$ cat config.mk
export PLATFORM = sky130hd
export DESIGN_NAME = corebus_router
export DESIGN_NICKNAME = d
export VERILOG_FILES = /design/src/verilog/corebus_pkg.sv /design/src/verilog/corebus_router.sv
export VERILOG_INCLUDE_DIRS = /design/src /design/src/include
export SDC_FILE = /design/constraint.sdc
export NUM_CORES = 1
export LEC_CHECK = 0
export BUFFER_PORTS_ARGS = -buffer_cell sky130_fd_sc_hd__buf_4
export CORE_MARGIN = 5
export CORE_UTILIZATION = 24
export DETAILED_ROUTE_END_ITERATION = 8
export GPL_ROUTABILITY_DRIVEN = 1
export PLACE_DENSITY = 0.78
export SLEW_MARGIN = 5
export SYNTH_ARGS = -nofsm -noshare
export SYNTH_HDL_FRONTEND = slang
export SYNTH_SLANG_ARGS = --single-unit
export TNS_END_PERCENT = 10
$ cat constraint.sdc
create_clock -name clk -period 1.2 [get_ports clk]
set_input_delay 0.12 -clock clk [delete_from_list [all_inputs] [get_ports clk]]
set_output_delay 0.12 -clock clk [all_outputs]
set_load 0.02 [all_outputs]
$ cat src/include/corebus_params.svh
// bus widths and memory geometry for the core bus subsystem
// CB_BANKS and CB_BANK_WORDS must be powers of two
// CB_ADDR_WIDTH covers all banks, and the top bits select the bank
`ifndef COREBUS_PARAMS_SVH
`define COREBUS_PARAMS_SVH

`define CB_ADDR_WIDTH    8
`define CB_DATA_WIDTH    32
`define CB_ID_WIDTH      4
`define CB_LENGTH_WIDTH  2   // length 0 means CB_MAX_LENGTH
`define CB_MAX_LENGTH    4
`define CB_BANKS         4
`define CB_BANK_WORDS    64

`endif
$ cat src/verilog/corebus_pkg.sv
// channel types shared by the core bus router, banks, arbiter and checker
// a write is answered by one response beat with last set and zero data
`include "corebus_params.svh"

package corebus_pkg;

  typedef enum logic {
    CB_READ  = 1'b0,
    CB_WRITE = 1'b1
  } corebus_opcode_e;

  typedef enum logic [1:0] {
    BANK_IDLE  = 2'd0,
    BANK_READ  = 2'd1,
    BANK_WRITE = 2'd2,
    BANK_RESP  = 2'd3
  } corebus_bank_state_e;

  typedef logic [`CB_LENGTH_WIDTH:0] corebus_beats_t;  // 1 .. CB_MAX_LENGTH

  typedef struct packed {
    corebus_opcode_e              opcode;
    logic [`CB_ID_WIDTH-1:0]      id;
    logic [`CB_ADDR_WIDTH-1:0]    address;
    logic [`CB_LENGTH_WIDTH-1:0]  length;
  } corebus_command_t;

  typedef struct packed {
    logic [`CB_DATA_WIDTH-1:0]    data;
    logic [`CB_DATA_WIDTH/8-1:0]  byte_enable;
    logic                         last;
  } corebus_write_data_t;

  typedef struct packed {
    corebus_opcode_e            opcode;
    logic [`CB_ID_WIDTH-1:0]    id;
    logic [`CB_DATA_WIDTH-1:0]  data;
    logic                       last;
  } corebus_response_t;

  function automatic corebus_beats_t corebus_burst_beats(
    input logic [`CB_LENGTH_WIDTH-1:0] length
  );
    if (length == '0) begin
      return corebus_beats_t'(`CB_MAX_LENGTH);
    end
    return corebus_beats_t'(length);
  endfunction

endpackage

$ cat src/verilog/corebus_router.sv
`timescale 1ns/1ps
// command decode and write data steering for the bank array
// only one write burst is open at a time while reads pass around it
`include "corebus_params.svh"

module corebus_router (
  input  logic                              clk,
  input  logic                              i_rst_n,
  input  logic                              i_mcmd_valid,
  input  corebus_pkg::corebus_command_t     i_mcmd,
  output logic                              o_scmd_accept,
  input  logic                              i_mdata_valid,
  input  corebus_pkg::corebus_write_data_t  i_mdata,
  output logic                              o_sdata_accept,
  output logic [`CB_BANKS-1:0]              o_bank_cmd_valid,
  output corebus_pkg::corebus_command_t     o_bank_cmd,
  input  logic [`CB_BANKS-1:0]              i_bank_cmd_accept,
  output logic [`CB_BANKS-1:0]              o_bank_data_valid,
  output corebus_pkg::corebus_write_data_t  o_bank_data,
  input  logic [`CB_BANKS-1:0]              i_bank_data_accept
);
  import corebus_pkg::*;

  localparam int SEL_WIDTH = $clog2(`CB_BANKS);

  logic [SEL_WIDTH-1:0] cmd_bank;
  logic [SEL_WIDTH-1:0] wr_bank;   // bank that owns the open write
  logic                 wr_open;
  logic                 wr_block;
  logic                 wr_cmd_xfer;
  logic                 data_xfer;

  assign cmd_bank = i_mcmd.address[`CB_ADDR_WIDTH-1 -: SEL_WIDTH];
  assign wr_block = wr_open && (i_mcmd.opcode == CB_WRITE);

  always_comb begin
    o_bank_cmd_valid           = '0;
    o_bank_cmd_valid[cmd_bank] = i_mcmd_valid && !wr_block;
  end

  assign o_bank_cmd    = i_mcmd;
  assign o_scmd_accept = i_bank_cmd_accept[cmd_bank];  // bank accept follows its valid

  always_comb begin
    o_bank_data_valid          = '0;
    o_bank_data_valid[wr_bank] = i_mdata_valid && wr_open;
  end

  assign o_bank_data    = i_mdata;
  assign o_sdata_accept = wr_open && i_bank_data_accept[wr_bank];

  assign wr_cmd_xfer = i_mcmd_valid && o_scmd_accept && (i_mcmd.opcode == CB_WRITE);
  assign data_xfer   = i_mdata_valid && o_sdata_accept;

  always_ff @(posedge clk or negedge i_rst_n) begin
    if (!i_rst_n) begin
      wr_open <= 1'b0;
      wr_bank <= '0;
    end else if (wr_cmd_xfer) begin
      wr_open <= 1'b1;
      wr_bank <= cmd_bank;
    end else if (data_xfer && i_mdata.last) begin
      wr_open <= 1'b0;
    end
  end

  a_data_only_in_open_write: assert property (
    @(posedge clk) disable iff (!i_rst_n)
    (i_bank_data_accept != '0) |-> wr_open && (i_bank_data_accept == (`CB_BANKS'(1) << wr_bank))
  );

endmodule

---- Yosys cells after proc, flatten, opt, wreduce, memory -nomap -nowiden ----
Cells that the tools add are included.
storage, ports and cells
  output and inout port bits .............. 62
  bits in registers ....................... 3
operators by class
  reduce and logical (&&, ||, !) cells .... 12
  bitwise logic cells ..................... 2
  mux-type cells .......................... 10
  magnitude comparators ................... 4
operator list
  operator                                                    count
  logical AND 1 bit                                           10
  bitwise AND 4 bit                                           2
  less-than comparator 2 x 3 -> 1 bit, second input constant  2
  2-to-1 mux 1 bit                                            6
  binary-select mux 1 bit (select 2 bit)                      2
  demux 1 bit (select 2 bit)                                  2
  >= comparator 2 x 1 -> 1 bit, second input constant         2
  nonzero test 2 bit                                          1
  zero test 1 bit                                             1

---- Logic depth before layout (Yosys ltp) ----
Gate-level depths: netlist of the first run.
  word-level depth ........................ 7
  mapped depth ............................ 4
  mapped depth without buffers ............ 3

---- Worst setup path after synthesis of the first run ----
OpenSTA, ideal clock, no wires.
  path kind ............................... register to output
  from .................................... reg wr_open
  to ...................................... out o_bank_cmd_valid[0]
  stages on the path, launching flop included .. 3
  arrival time ............................ 1135 ps
  setup slack ............................. -55 ps
  path buffers ............................ 0
  path through ............................ dfrtp_1 > a21boi_1 > nor3b_1
on the way
  longest elaborated chain between the ends .. 4
RTL lines
  item                         line                  text
  start: declaration           corebus_router.sv:28  logic wr_open;
  start signal: assignment     corebus_router.sv:57  wr_open <= 1'b0;
  start signal: assignment     corebus_router.sv:60  wr_open <= 1'b1;
  start signal: assignment     corebus_router.sv:63  wr_open <= 1'b0;
  logical AND 1 bit            corebus_router.sv:34  assign wr_block = wr_open && (i_mcmd.opcode == CB_WRITE);
  zero test 1 bit              corebus_router.sv:38  o_bank_cmd_valid[cmd_bank] = i_mcmd_valid && !wr_block;
  logical AND 1 bit            corebus_router.sv:38
  bitwise AND 4 bit (no line)  --
  end: declaration             corebus_router.sv:15  output logic [`CB_BANKS-1:0] o_bank_cmd_valid,
No other way between the ends.

---- Worst setup path in the final report of the first run ----
  from .................................... reg wr_bank[0]
  to ...................................... out o_sdata_accept
on the way
  longest elaborated chain between the ends .. 3
RTL lines
  item                                    line                  text
  start: declaration                      corebus_router.sv:27  logic [SEL_WIDTH-1:0] wr_bank;
  start signal: assignment                corebus_router.sv:61  wr_bank <= cmd_bank;
  binary-select mux 1 bit (select 2 bit)  corebus_router.sv:50  assign o_sdata_accept = wr_open && i_bank_data_accept[wr_bank];
  2-to-1 mux 1 bit (implied by the code)  corebus_router.sv:50
  logical AND 1 bit                       corebus_router.sv:50
  end: declaration                        corebus_router.sv:14  output logic o_sdata_accept,
No other way between the ends. The select of a mux whose other input is x is not followed.

==> implementation parameters, run 1 <==
Parameter                              Value

Timing
  Worst hold slack    0.2180 ns
  Worst relative slew slack    86.00%
  Transition time of the tightest slew-check pin    0.2060 ns
  Worst setup skew after layout    0.001441 ns
  Count of final max-slew check failures    0
  Final number of setup-violating endpoints    10
  Final Cycle Share    115.1%
  Final Hold Vio Count    0
  Max Clk Rate    724.1 MHz
  Final Worst Setup Slack    -0.1811 ns
  Crit path time final    1.381 ns
  RSZ-0062 raised after global routing    yes

Floorplan
  Die area    0.004038 mm²
  Initial core utilization    24.95%
  Horizontal die dimension    63.55 µm
  Boundary pin count    126
  Cell Rows    19
  Die Y    63.55 µm
  Core ar.    0.002758 mm²

Routing
  Via/cell ratio    4.632
  Remaining routing DRC violations    0
  1st-iter DRT viols    15
  Drt first pass iters    2
  Antenna violation net count after detailed routing    0
  Routed wirelength normalized by instance count    15.25 µm
  Detailed Route WL    1.617 mm
  Total via count after detailed routing    491

Setup path
  Critical path startpoint category    flip-flop
  Endpoint arrival time on the critical path    1.26 ns
  Family with the most delay on the worst path    flip-flops
  Worst setup path class    reg -> out
  Kind of end point of the critical path    output port
  Cell with the biggest individual delay on the critical path    sky130_fd_sc_hd__dfrtp_1
  Worst Path Required    1.08 ns
  Worst Path Buf+Inv    1
  Critical path, cell by cell    mux2i_2 -> nand2_1 -> and3_4 -> buf_6
  Reg-to-reg setup timing slack    -0.02 ns
  Highest net fanout along the worst path    3
  Stage delay of the slowest cell on the critical path    0.41 ns

Logic synthesis
  Mapped cell area    688.2 µm²
  Synthesized-area fraction occupied by ao, oa, aoi and oai cells    4.727%
  Yosys warning count    0
  Sequential-to-total area share from yosys stat    10.91%
  Fraction of synthesized area in multiplexers    9.455%
  Synth Area in XOR/XNOR    0%
  Synthesized-area fraction occupied by adder cells    0%
  Synthesized instance count    88
  Synthesis-stage register bit count    3
  Combinational family with the most area after synthesis    buffers and inverters
  Fraction of the mapped netlist area in simple logic gates    14.36%
  Average footprint of a synthesized cell    7.820 µm²
  Post-synth cell types    20
  Nets in the synthesized netlist    152

Global routing
  Vias in the first global route    554
  Antenna violations before repair    0
  Gr ovfl total    0
  Pin count of the biggest net entering global routing    9
  Total track usage    8.648%
  Wire length of the first global-routing pass    2.594 mm

Placed design
  Post-DP HPWL    1.377 mm
  Count of input and output buffers    29
  Final GP Congestion    0.7402

Outcome
  Failing checks    negative setup slack
  Result of the run    finished with violations

CTS
  # Post-CTS Setup Buffers    0
  Number of buffers added by the clock tree synthesis step    3
  Number of buffers on the longest clock path    2
  H-tree level count    1
  Clock sinks    3
  Clock tree from TritonCTS    done
  Clock-pin slew on the worst setup and hold paths    0.04 ns
  Source-to-sink clock delay at the later pin of the worst-skew pair    0.23 ns
  Clock root cell    sky130_fd_sc_hd__clkbuf_4

Final layout
  Area overhead of the layout relative to synthesis    -4.727%
  Most used cells in the layout excluding fill and tap cells    sky130_fd_sc_hd__buf_4, sky130_fd_sc_hd__nand2_1
  Layout cells sized above 1    61.33%
  Final core utilization    23.78%
  Most common cell after layout, fill and taps aside    sky130_fd_sc_hd__buf_4
  Nets@finish    140
  Count of filler cells inserted in the layout    316
  Number of diodes    0

Power and ir drop
  Leak    0.3254 nW
  Peak supply drop    488.1 µV
  Power per unit of standard cell area    1140 mW/mm²

Hold path
  Class of the tightest hold or removal check    in -> async

Flow run
  Reported max-cap violation count    0
sequential cells by signal, summed over array words and instances (netlist names):
register / count
wr_bank: 2
wr_open: 1
worst register-to-register path, delay by kind of cell (launching register included):
kind / cells / cell delay, ns
flops: 1 / 0.41
simple gates: 1 / 0.31
compound gates: 1 / 0.20
mux: 1 / 0.18
final cells by class:
| cell class | instances | area [µm²] | area share, % |
|---|---|---|---|
| clock buffer | 4 | 26.28 | 4.008 |
| inverter | 1 | 3.754 | 0.5725 |
| multi-input combinational | 30 | 224.0 | 34.16 |
| sequential | 3 | 75.07 | 11.45 |
| tap | 31 | 38.79 | 5.916 |
| timing repair buffer | 37 | 287.8 | 43.89 |
synth_stat cells:
cell type	n	area, µm²
sky130_fd_sc_hd__buf_4	52	390.4
sky130_fd_sc_hd__a31o_1	1	8.760
sky130_fd_sc_hd__nor3b_1	1	7.510
sky130_fd_sc_hd__nor2_1	3	11.26
sky130_fd_sc_hd__dfrtp_1	3	75.07
sky130_fd_sc_hd__or3_1	2	12.51
sky130_fd_sc_hd__and3_1	2	12.51
sky130_fd_sc_hd__inv_1	1	3.750
sky130_fd_sc_hd__and3b_1	1	8.760
sky130_fd_sc_hd__o22ai_1	1	6.260
sky130_fd_sc_hd__buf_6	2	22.52
sky130_fd_sc_hd__mux2_1	1	11.26
sky130_fd_sc_hd__mux2i_2	1	13.76
sky130_fd_sc_hd__nand3b_1	1	7.510
sky130_fd_sc_hd__nor3_1	2	10.01
sky130_fd_sc_hd__o21ai_0	2	10.01
sky130_fd_sc_hd__a21boi_1	1	7.510
sky130_fd_sc_hd__nand3_1	2	10.01
sky130_fd_sc_hd__mux2i_1	4	40.04
sky130_fd_sc_hd__nand2_1	5	18.77
metal layers:
layer / global-route usage [%] / routed length, µm
met1: 8.369 / 582
met2: 10.15 / 598
met3: 5.329 / 252
met4: 12.73 / 182
met5: 0 / 0
power breakdown:
| part | total [mW] | switching (mW) | internal, mW | leakage, nW |
|---|---|---|---|---|
| clock | 0.172 | 0.0478 | 0.124 | 0.0150 |
| sequential | 0.158 | 0.0292 | 0.129 | 0.0352 |
| combinational | 0.417 | 0.193 | 0.224 | 0.275 |
repair_timing:
action | 4_1_cts | 5_1_grt
setup endpoints to repair | 10 | 10
resized for setup | 6 | 1
pin swaps | 4 | 2
hold endpoints to repair | 3 | 0
hold buffers | 1 | 0
per-stage QoR:
step,cells,total power [mW],setup WS (ns),TNS (ns),area [µm²]
2_1_floorplan,88,0.5841,-0.04792,-0.04792,693.2
3_3_place_gp,101,0.5228,0.008513,0,589.3
3_5_place_dp,101,0.5388,-0.04366,-0.04366,589.3
4_1_cts,106,0.7570,-0.1759,-0.8523,651.9
5_1_grt,106,0.8102,-0.2559,-1.549,655.6
6_report,106,0.7475,-0.1811,-0.6841,655.6
logic make-up (layout without fill, tap and decap cells):
| group | Yosys count | count (layout) |
|---|---|---|
| AO/OA/AOI/OAI | 5 | 5 |
| AND/OR/NAND/NOR | 19 | 19 |
| flip-flops | 3 | 3 |
| buffers and inverters | 55 | 42 |
| multiplexers | 6 | 6 |
worst paths after layout:
check                                start              to  cells past startpoint
worst max-delay path            wr_bank[0]  o_sdata_accept                      4
worst min-delay path               i_rst_n         wr_open                      2
worst max register to register  wr_bank[0]         wr_open                      3
worst min register to register  wr_bank[1]         wr_open                      2
max in group asynchronous          i_rst_n      wr_bank[1]                      2
min in group clk                 i_mcmd[8]      wr_bank[0]                      2
(Power assumes the default switching activity.)
==> run 2, diff against run 1 <==
--- a/config.mk
+++ b/config.mk
@@ -6,12 +6,13 @@
 export SDC_FILE = /design/constraint.sdc
 export NUM_CORES = 1
 export LEC_CHECK = 0
+export ABC_AREA = 1
 export BUFFER_PORTS_ARGS = -buffer_cell sky130_fd_sc_hd__buf_4
 export CORE_MARGIN = 5
-export CORE_UTILIZATION = 24
+export CORE_UTILIZATION = 28
 export DETAILED_ROUTE_END_ITERATION = 8
 export GPL_ROUTABILITY_DRIVEN = 1
-export PLACE_DENSITY = 0.78
+export PLACE_DENSITY = 0.87
 export SLEW_MARGIN = 5
 export SYNTH_ARGS = -nofsm -noshare
 export SYNTH_HDL_FRONTEND = slang
==> constraint.sdc (replaced) <==
create_clock -name clk -period 1.8 [get_ports clk]
set_input_delay 0.18 -clock clk [delete_from_list [all_inputs] [get_ports clk]]
set_output_delay 0.18 -clock clk [all_outputs]
set_load 0.02 [all_outputs]
==> run 2 against run 1 <==
The flow now finishes without violations. Final area is 13% lower. Synthesized cell count up 17%. Clock skew is 0.00070 ns lower. Total power is 44% lower. Register-to-register slack improved by 0.79 ns. Sequential power fell by 33%. Via count down 1.8%. Flip-flop and latch count is the same. Count of clock-buffer cells in the layout is the same. Critical path type unchanged. Critical path depth increased by 2. Combinational power down 53%.
==> implementation parameters, run 2 <==
Parameter                              Value

Power and ir drop
  Leak    0.3333 nW (was 0.3254 nW)
  Power per unit of standard cell area    737.0 mW/mm² (was 1140 mW/mm²)
  Cell-internal power    0.2541 mW (was 0.4773 mW)
  Portion of total power attributed to combinational logic    46.3% (was 55.8%)
  Net Sw Power    0.1646 mW (was 0.2702 mW)
  Clock network fraction of total power    28.3% (was 23.0%)
  Sequential Power Share    25.4% (was 21.2%)
  Peak supply drop    259.9 µV (was 488.1 µV)
  Fraction of power spent switching nets    39.31% (was 36.14%)

Timing
  RSZ-0062 raised after global routing    no (was yes)
  Final number of setup-violating endpoints    0 (was 10)
  Worst relative slew slack    88.33% (was 86.00%)
  Worst hold slack    0.2415 ns (was 0.2180 ns)
  Worst setup skew after layout    0.0007447 ns (was 0.001441 ns)
  Crit path time final    1.492 ns
  Max Clk Rate    670.5 MHz
  Transition time of the tightest slew-check pin    0.1737 ns (was 0.2060 ns)
  Total Negative Setup Slacks    0 ns (was -0.6841 ns)
  Count of final max-slew check failures    0 (unchanged)
  Final Cycle Share    82.86%
  Final Hold Vio Count    0 (unchanged)

Setup path
  Crit Reg-Reg Startpoint    wr_bank[0] (unchanged)
  Highest net fanout along the worst path    6 (was 3)
  Stage delay of the slowest cell on the critical path    0.41 ns (about the same)
  Family with the most delay on the worst path    flip-flops (unchanged)
  Top cell by count, worst path    sky130_fd_sc_hd__nand2_1
  Worst setup path class    reg -> out (unchanged)
  Worst Path Required    1.62 ns (was 1.08 ns)
  Critical path startpoint category    flip-flop (unchanged)
  Capture point of the worst reg-to-reg path    wr_open (unchanged)
  Kind of end point of the critical path    output port (unchanged)
  Worst Path Buf+Inv    2 (was 1)
  Endpoint arrival time on the critical path    1.31 ns (was 1.26 ns)
  Reg-to-reg setup timing slack    0.77 ns (was -0.02 ns)
  Critical path, cell by cell    inv_1 -> nand2_1 -> nand2_1 -> nand2_1 -> a21boi_0 -> buf_4 (was mux2i_2 -> nand2_1 -> and3_4 -> buf_6)
  Worst reg-to-reg path cell count    8 (was 3)
  Cell with the biggest individual delay on the critical path    sky130_fd_sc_hd__dfrtp_1 (unchanged)

Floorplan
  Cell Rows    17 (was 19)
  Initial core utilization    29.69% (was 24.95%)
  Die Y    58.90 µm (was 63.55 µm)
  Core ar.    0.002255 mm² (was 0.002758 mm²)
  Horizontal die dimension    58.90 µm (was 63.55 µm)
  Die area    0.003469 mm² (was 0.004038 mm²)
  Boundary pin count    126 (unchanged)

Logic synthesis
  Mapped cell area    669.4 µm² (was 688.2 µm²)
  Synth top area cells    sky130_fd_sc_hd__buf_4, sky130_fd_sc_hd__nand2_1, sky130_fd_sc_hd__dfrtp_1 (was sky130_fd_sc_hd__buf_4, sky130_fd_sc_hd__dfrtp_1, sky130_fd_sc_hd__mux2i_1)
  Post-synth EDFFs    0 (unchanged)
  Post-synth cell types    9 (was 20)
  Commonest cells in the netlist    sky130_fd_sc_hd__buf_4, sky130_fd_sc_hd__nand2_1, sky130_fd_sc_hd__nor3_1 (was sky130_fd_sc_hd__buf_4, sky130_fd_sc_hd__nand2_1, sky130_fd_sc_hd__mux2i_1)
  Async set or reset register ratio after synthesis    100.0% (unchanged)
  Most common cell in the netlist    sky130_fd_sc_hd__buf_4 (unchanged)
  Average footprint of a synthesized cell    6.499 µm² (was 7.820 µm²)
  Synthesis-stage register bit count    3 (unchanged)
  Portion of synthesized cell area occupied by the leading cell type    58.32% (was 56.73%)
  Sequential-to-total area share from yosys stat    11.21% (was 10.91%)
  Biggest area consumer among synthesized cells    sky130_fd_sc_hd__buf_4 (unchanged)
  Dominant synthesized flop cell    sky130_fd_sc_hd__dfrtp_1 (unchanged)
  Nets in the synthesized netlist    167 (was 152)
  Synthesized instance count    103 (was 88)
  Yosys warning count    0 (unchanged)

Global routing
  Wire length of the first global-routing pass    1.925 mm (was 2.594 mm)
  Pin count of the biggest net entering global routing    8 (was 9)
  Vias in the first global route    462 (was 554)
  Gr ovfl total    0 (unchanged)
  Antenna violations before repair    0 (unchanged)
  Total track usage    7.441% (was 8.648%)

CTS
  Clock-pin slew on the worst setup and hold paths    0.04 ns (about the same)
  H-tree level count    1 (unchanged)
  Clock sinks    3 (unchanged)
  Number of buffers added by the clock tree synthesis step    3 (unchanged)
  Clock tree from TritonCTS    done (unchanged)
  Number of buffers on the longest clock path    2 (unchanged)
  Source-to-sink clock delay at the later pin of the worst-skew pair    0.23 ns (about the same)
  Clock root cell    sky130_fd_sc_hd__clkbuf_4 (unchanged)

Routing
  Routed wirelength normalized by instance count    11.06 µm (was 15.25 µm)
  Total via count after detailed routing    482 (was 491)
  Remaining routing DRC violations    0 (unchanged)
  Drt first pass iters    4 (was 2)
  Antenna violation net count after detailed routing    0 (unchanged)
  1st-iter DRT viols    11 (was 15)
  Detailed Route WL    1.250 mm (was 1.617 mm)
  Via/cell ratio    4.265 (was 4.632)

Hold path
  Worst hold start    i_mcmd[9]
  Class of the tightest hold or removal check    in -> reg (was in -> async)
  WHS Path Cells    3
  Hold Path End    wr_bank[1]

Placed design
  Count of input and output buffers    29 (unchanged)
  Final GP Congestion    0.8456 (was 0.7402)
  Post-DP HPWL    1.026 mm (was 1.377 mm)

Final layout
  Layout cells sized above 1    42.35% (was 61.33%)
  Number of diodes    0 (unchanged)
  Area used by multi-input combinational logic    181.4 µm² (was 224.0 µm²)
  Storage element area    75.07 µm² (unchanged)
  Count of filler cells inserted in the layout    266 (was 316)
  Area overhead of the layout relative to synthesis    -15.14% (was -4.727%)
  Most used cells in the layout excluding fill and tap cells    sky130_fd_sc_hd__buf_4, sky130_fd_sc_hd__nand2_1, sky130_fd_sc_hd__nor3_1, sky130_fd_sc_hd__inv_1 (was sky130_fd_sc_hd__buf_4, sky130_fd_sc_hd__nand2_1)
  Register with the highest flop count    wr_bank (unchanged)
  Largest registers    wr_bank x2, wr_open x1 (unchanged)
  Most common cell after layout, fill and taps aside    sky130_fd_sc_hd__buf_4 (unchanged)
  Max FFs per register    2 (unchanged)
  Nets@finish    150 (was 140)

Outcome
  Result of the run    finished, final reports clean (was finished with violations)

Flow run
  Reported max-cap violation count    0 (unchanged)
[run 2: area by class of cell]
cell class	count	share of cell area (%)
clock buffers	4	4.626
inverters	6	3.965
multi-input cells	42	31.94
flip-flops and latches	3	13.22
well taps	28	6.167
repair buffers	30	40.09
[run 2: power groups by stage]
stage          clock network [mW]  logic, mW  registers, mW
6_report                    0.118      0.194          0.106
2_1_floorplan                   0      0.272          0.102
3_5_place_dp                    0      0.194          0.107
5_1_grt                     0.130      0.215          0.110
4_1_cts                     0.123      0.197          0.107
3_3_place_gp                    0      0.193          0.106
[run 2: cell families (layout without fill, tap and decap cells)]
kind of cell | Yosys count | after routing | share of synthesized area, %
buffers and inverters | 58 | 40 | 61.68
and+or+nand+nor | 41 | 41 | 25.98
AOI/OAI and AO/OA | 1 | 1 | 1.122
DFF | 3 | 3 | 11.21
[run 2: layer usage]
layer / GRT usage [%] / vias up / share of wire, %
li1: - / 230 / -
met1: 6.502 / 189 / 32
met2: 9.306 / 43 / 39
met3: 5.044 / 20 / 22
met4: 11.00 / 0 / 7.2
met5: 0 / - / 0
[run 2: worst max path at each step]
stage,start,depth (start not counted),end,slack [ns]
4_1_cts,wr_bank[0],6,o_sdata_accept,0.31
3_5_place_dp,wr_bank[0],6,o_sdata_accept,0.57
5_1_grt,wr_bank[0],6,o_sdata_accept,0.24
3_3_place_gp,wr_bank[0],6,o_sdata_accept,0.61
2_1_floorplan,wr_bank[0],5,o_sdata_accept,0.45
6_report,wr_bank[0],6,o_sdata_accept,0.31
[run 2: what timing repair did]
action / in CTS / in global routing
resized for setup: 0 / 0
hold buffers: 1 / 0
setup buffers: 0 / 0
hold endpoints to repair: 3 / 0
[run 2: tightest hold or removal path: stages]
cell	delay [ns]
sky130_fd_sc_hd__buf_4	0.12
sky130_fd_sc_hd__nand3_1	0.07
sky130_fd_sc_hd__nand2_1	0.07
[run 2: per-stage QoR]
stage | setup WS (ns) | cell area, µm² | total power [mW] | utilization [%] | std cells
final | 0.3085 | 568.0 | 0.4187 | 25.19 | 113
after detailed placement | 0.5717 | 531.8 | 0.3014 | 23.58 | 108
after CTS | 0.3144 | 568.0 | 0.4264 | 25.19 | 113
after global routing | 0.2355 | 568.0 | 0.4544 | 25.19 | 113
after floorplan | 0.4493 | 669.4 | 0.3739 | - | 103
after global placement | 0.6110 | 531.8 | 0.2996 | 23.58 | 108
==> run 3, diff against run 2 <==
--- a/config.mk
+++ b/config.mk
@@ -9,10 +9,10 @@
 export ABC_AREA = 1
 export BUFFER_PORTS_ARGS = -buffer_cell sky130_fd_sc_hd__buf_4
 export CORE_MARGIN = 5
-export CORE_UTILIZATION = 28
+export CORE_UTILIZATION = 26
 export DETAILED_ROUTE_END_ITERATION = 8
 export GPL_ROUTABILITY_DRIVEN = 1
-export PLACE_DENSITY = 0.87
+export PLACE_DENSITY = 0.81
 export SLEW_MARGIN = 5
 export SYNTH_ARGS = -nofsm -noshare
 export SYNTH_HDL_FRONTEND = slang
==> constraint.sdc (replaced) <==
create_clock -name clk -period 1.5 [get_ports clk]
set_input_delay 0.15 -clock clk [delete_from_list [all_inputs] [get_ports clk]]
set_output_delay 0.15 -clock clk [all_outputs]
set_load 0.02 [all_outputs]
==> run 3 against run 2 <==
Routed wire length increased by 7.8%. Combinational power increased by 22%. Final area increased by 0.44%. Clock skew decreased by 0.00062 ns. Sequential power increased by 23%. Total power increased by 21%. Worst hold slack got worse by 0.035 ns. Utilization decreased by 2.2 points. Count of clock-buffer cells in the layout unchanged. Register-to-register slack got worse by 0.28 ns.
==> implementation parameters, run 3 (synthesized netlist as in run 2, its figures left out) <==
Parameter                              Value

Setup path
  Highest net fanout along the worst path    6 (unchanged)
  Worst setup path class    reg -> out (unchanged)
  Endpoint arrival time on the critical path    1.22 ns (was 1.31 ns)
  Worst Path Required    1.35 ns (was 1.62 ns)
  Kind of end point of the critical path    output port (unchanged)
  Critical path startpoint category    flip-flop (unchanged)

Floorplan
  Cell Rows    18 (was 17)
  Core ar.    0.002477 mm² (was 0.002255 mm²)
  Die area    0.003689 mm² (was 0.003469 mm²)
  Boundary pin count    126 (unchanged)
  Horizontal die dimension    60.74 µm (was 58.90 µm)
  Initial core utilization    27.02% (was 29.69%)
  Die Y    60.74 µm (was 58.90 µm)

Power and ir drop
  Power per unit of standard cell area    885.7 mW/mm² (was 737.0 mW/mm²)
  Leak    0.3332 nW (was 0.3333 nW)
  Sequential Power Share    25.6% (was 25.4%)
  Portion of total power attributed to combinational logic    46.6% (was 46.3%)
  Peak supply drop    286.1 µV (was 259.9 µV)
  Cell-internal power    0.3061 mW (was 0.2541 mW)
  Fraction of power spent switching nets    39.42% (was 39.31%)
  Net Sw Power    0.1992 mW (was 0.1646 mW)
  Clock network fraction of total power    27.7% (was 28.3%)

Final layout
  Most used cells in the layout excluding fill and tap cells    sky130_fd_sc_hd__buf_4, sky130_fd_sc_hd__nand2_1, sky130_fd_sc_hd__nor3_1, sky130_fd_sc_hd__inv_1 (unchanged)
  Max FFs per register    2 (unchanged)
  Layout cells sized above 1    43.53% (was 42.35%)
  Area overhead of the layout relative to synthesis    -14.77% (was -15.14%)
  Register with the highest flop count    wr_bank (unchanged)
  Most common cell after layout, fill and taps aside    sky130_fd_sc_hd__buf_4 (unchanged)
  Number of diodes    0 (unchanged)
  Count of filler cells inserted in the layout    282 (was 266)
  Nets@finish    150 (unchanged)
  Largest registers    wr_bank x2, wr_open x1 (unchanged)

Global routing
  Vias in the first global route    478 (was 462)
  Total track usage    7.682% (was 7.441%)
  Wire length of the first global-routing pass    2.014 mm (was 1.925 mm)
  Pin count of the biggest net entering global routing    8 (unchanged)
  Antenna violations before repair    0 (unchanged)
  Gr ovfl total    0 (unchanged)

Routing
  Detailed Route WL    1.347 mm (was 1.250 mm)
  Routed wirelength normalized by instance count    11.71 µm (was 11.06 µm)
  Drt first pass iters    4 (unchanged)
  Remaining routing DRC violations    0 (unchanged)
  Antenna violation net count after detailed routing    0 (unchanged)
  1st-iter DRT viols    58 (was 11)
  Total via count after detailed routing    495 (was 482)
  Via/cell ratio    4.304 (was 4.265)

CTS
  H-tree level count    1 (unchanged)
  Clock-pin slew on the worst setup and hold paths    0.04 ns (about the same)
  Source-to-sink clock delay at the later pin of the worst-skew pair    0.23 ns (about the same)
  Clock root cell    sky130_fd_sc_hd__clkbuf_4 (unchanged)
  Clock tree from TritonCTS    done (unchanged)
  Number of buffers on the longest clock path    2 (unchanged)
  Number of buffers added by the clock tree synthesis step    3 (unchanged)
  Clock sinks    3 (unchanged)

Timing
  Total Negative Setup Slacks    0 ns (unchanged)
  Crit path time final    1.367 ns
  Count of final max-slew check failures    0 (unchanged)
  Worst relative slew slack    87.26% (was 88.33%)
  Final Hold Vio Count    0 (unchanged)
  Transition time of the tightest slew-check pin    0.1911 ns (was 0.1737 ns)
  Worst hold slack    0.2065 ns (was 0.2415 ns)
  Max Clk Rate    731.3 MHz
  Final number of setup-violating endpoints    0 (unchanged)
  Final Cycle Share    91.16%
  Worst setup skew after layout    0.0001289 ns (was 0.0007447 ns)
  RSZ-0062 raised after global routing    no (unchanged)
  Final Worst Setup Slack    0.1326 ns (was 0.3085 ns)

Placed design
  Post-DP HPWL    1.071 mm (was 1.026 mm)
  Final GP Congestion    0.7834 (was 0.8456)
  Count of input and output buffers    29 (unchanged)
  DP Worst Slack    0.3179 ns (was 0.5717 ns)

Hold path
  Class of the tightest hold or removal check    in -> reg (unchanged)

Flow run
  Reported max-cap violation count    0 (unchanged)

Outcome
  Result of the run    finished, final reports clean (unchanged)
==> run 3: layout make-up <==
class	count	area [µm²]	share of cell area, %
Inverter	6	22.52	3.947
Multi-Input combinational cell	42	181.4	31.80
Sequential cell	3	75.07	13.16
Clock buffer	4	26.28	4.605
Timing Repair Buffer	30	227.7	39.91
Tap cell	30	37.54	6.579
==> run 3: repair_timing <==
item                       4_1_cts  5_1_grt
setup buffers                    0        0
hold buffers                     1        0
resized for setup                0        2
setup endpoints to repair        0        1
hold endpoints to repair         3        0
==> run 3: path summary, 6_finish.rpt <==
kind | start | to | slack [ns] | depth (start not counted)
max in group asynchronous | i_rst_n | wr_open | 1.14 | 2
setup reg to reg | wr_bank[0] | wr_open | 0.49 | 8
hold / removal | i_mcmd[9] | wr_bank[1] | 0.21 | 3
min in group asynchronous | i_rst_n | wr_bank[0] | 0.27 | 2
setup / recovery | wr_bank[0] | o_sdata_accept | 0.13 | 6
hold reg to reg | wr_open | wr_open | 0.52 | 2
==> run 3: per-layer routing <==
metal | part of all wire [%] | track usage (%) | up-vias
met1 | 32 | 6.997 | 209
met2 | 42 | 9.924 | 38
met3 | 19 | 4.468 | 20
met5 | 0 | 0 | -
met4 | 7.1 | 11.15 | 0
li1 | - | - | 228
==> run 3: per-stage QoR <==
stage          std cells  utilization (%)  power (mW)  area, µm²
5_1_grt              115            23.03      0.5636      570.5
2_1_floorplan        103                -      0.4486      669.4
6_report             115            23.03      0.5053      570.5
3_5_place_dp         110            21.57      0.3635      534.3
4_1_cts              115            23.03      0.5141      570.5
3_3_place_gp         110            21.57      0.3610      534.3
==> run 3: power groups by stage <==
stage	Sequential (mW)	Combinational (mW)	Clock, mW
floorplan	0.122	0.326	0
global placement	0.129	0.232	0
detailed placement	0.130	0.234	0
CTS	0.129	0.237	0.148
global route	0.134	0.264	0.165
finish	0.130	0.236	0.140
==> run 3: critical path, stage by stage (launching register included) <==
cell                       delay, ns
sky130_fd_sc_hd__dfrtp_1        0.43
sky130_fd_sc_hd__inv_2          0.10
sky130_fd_sc_hd__nand2_1        0.05
sky130_fd_sc_hd__nand2_1        0.05
sky130_fd_sc_hd__nand2_1        0.06
sky130_fd_sc_hd__a21boi_1       0.14
sky130_fd_sc_hd__buf_4          0.15
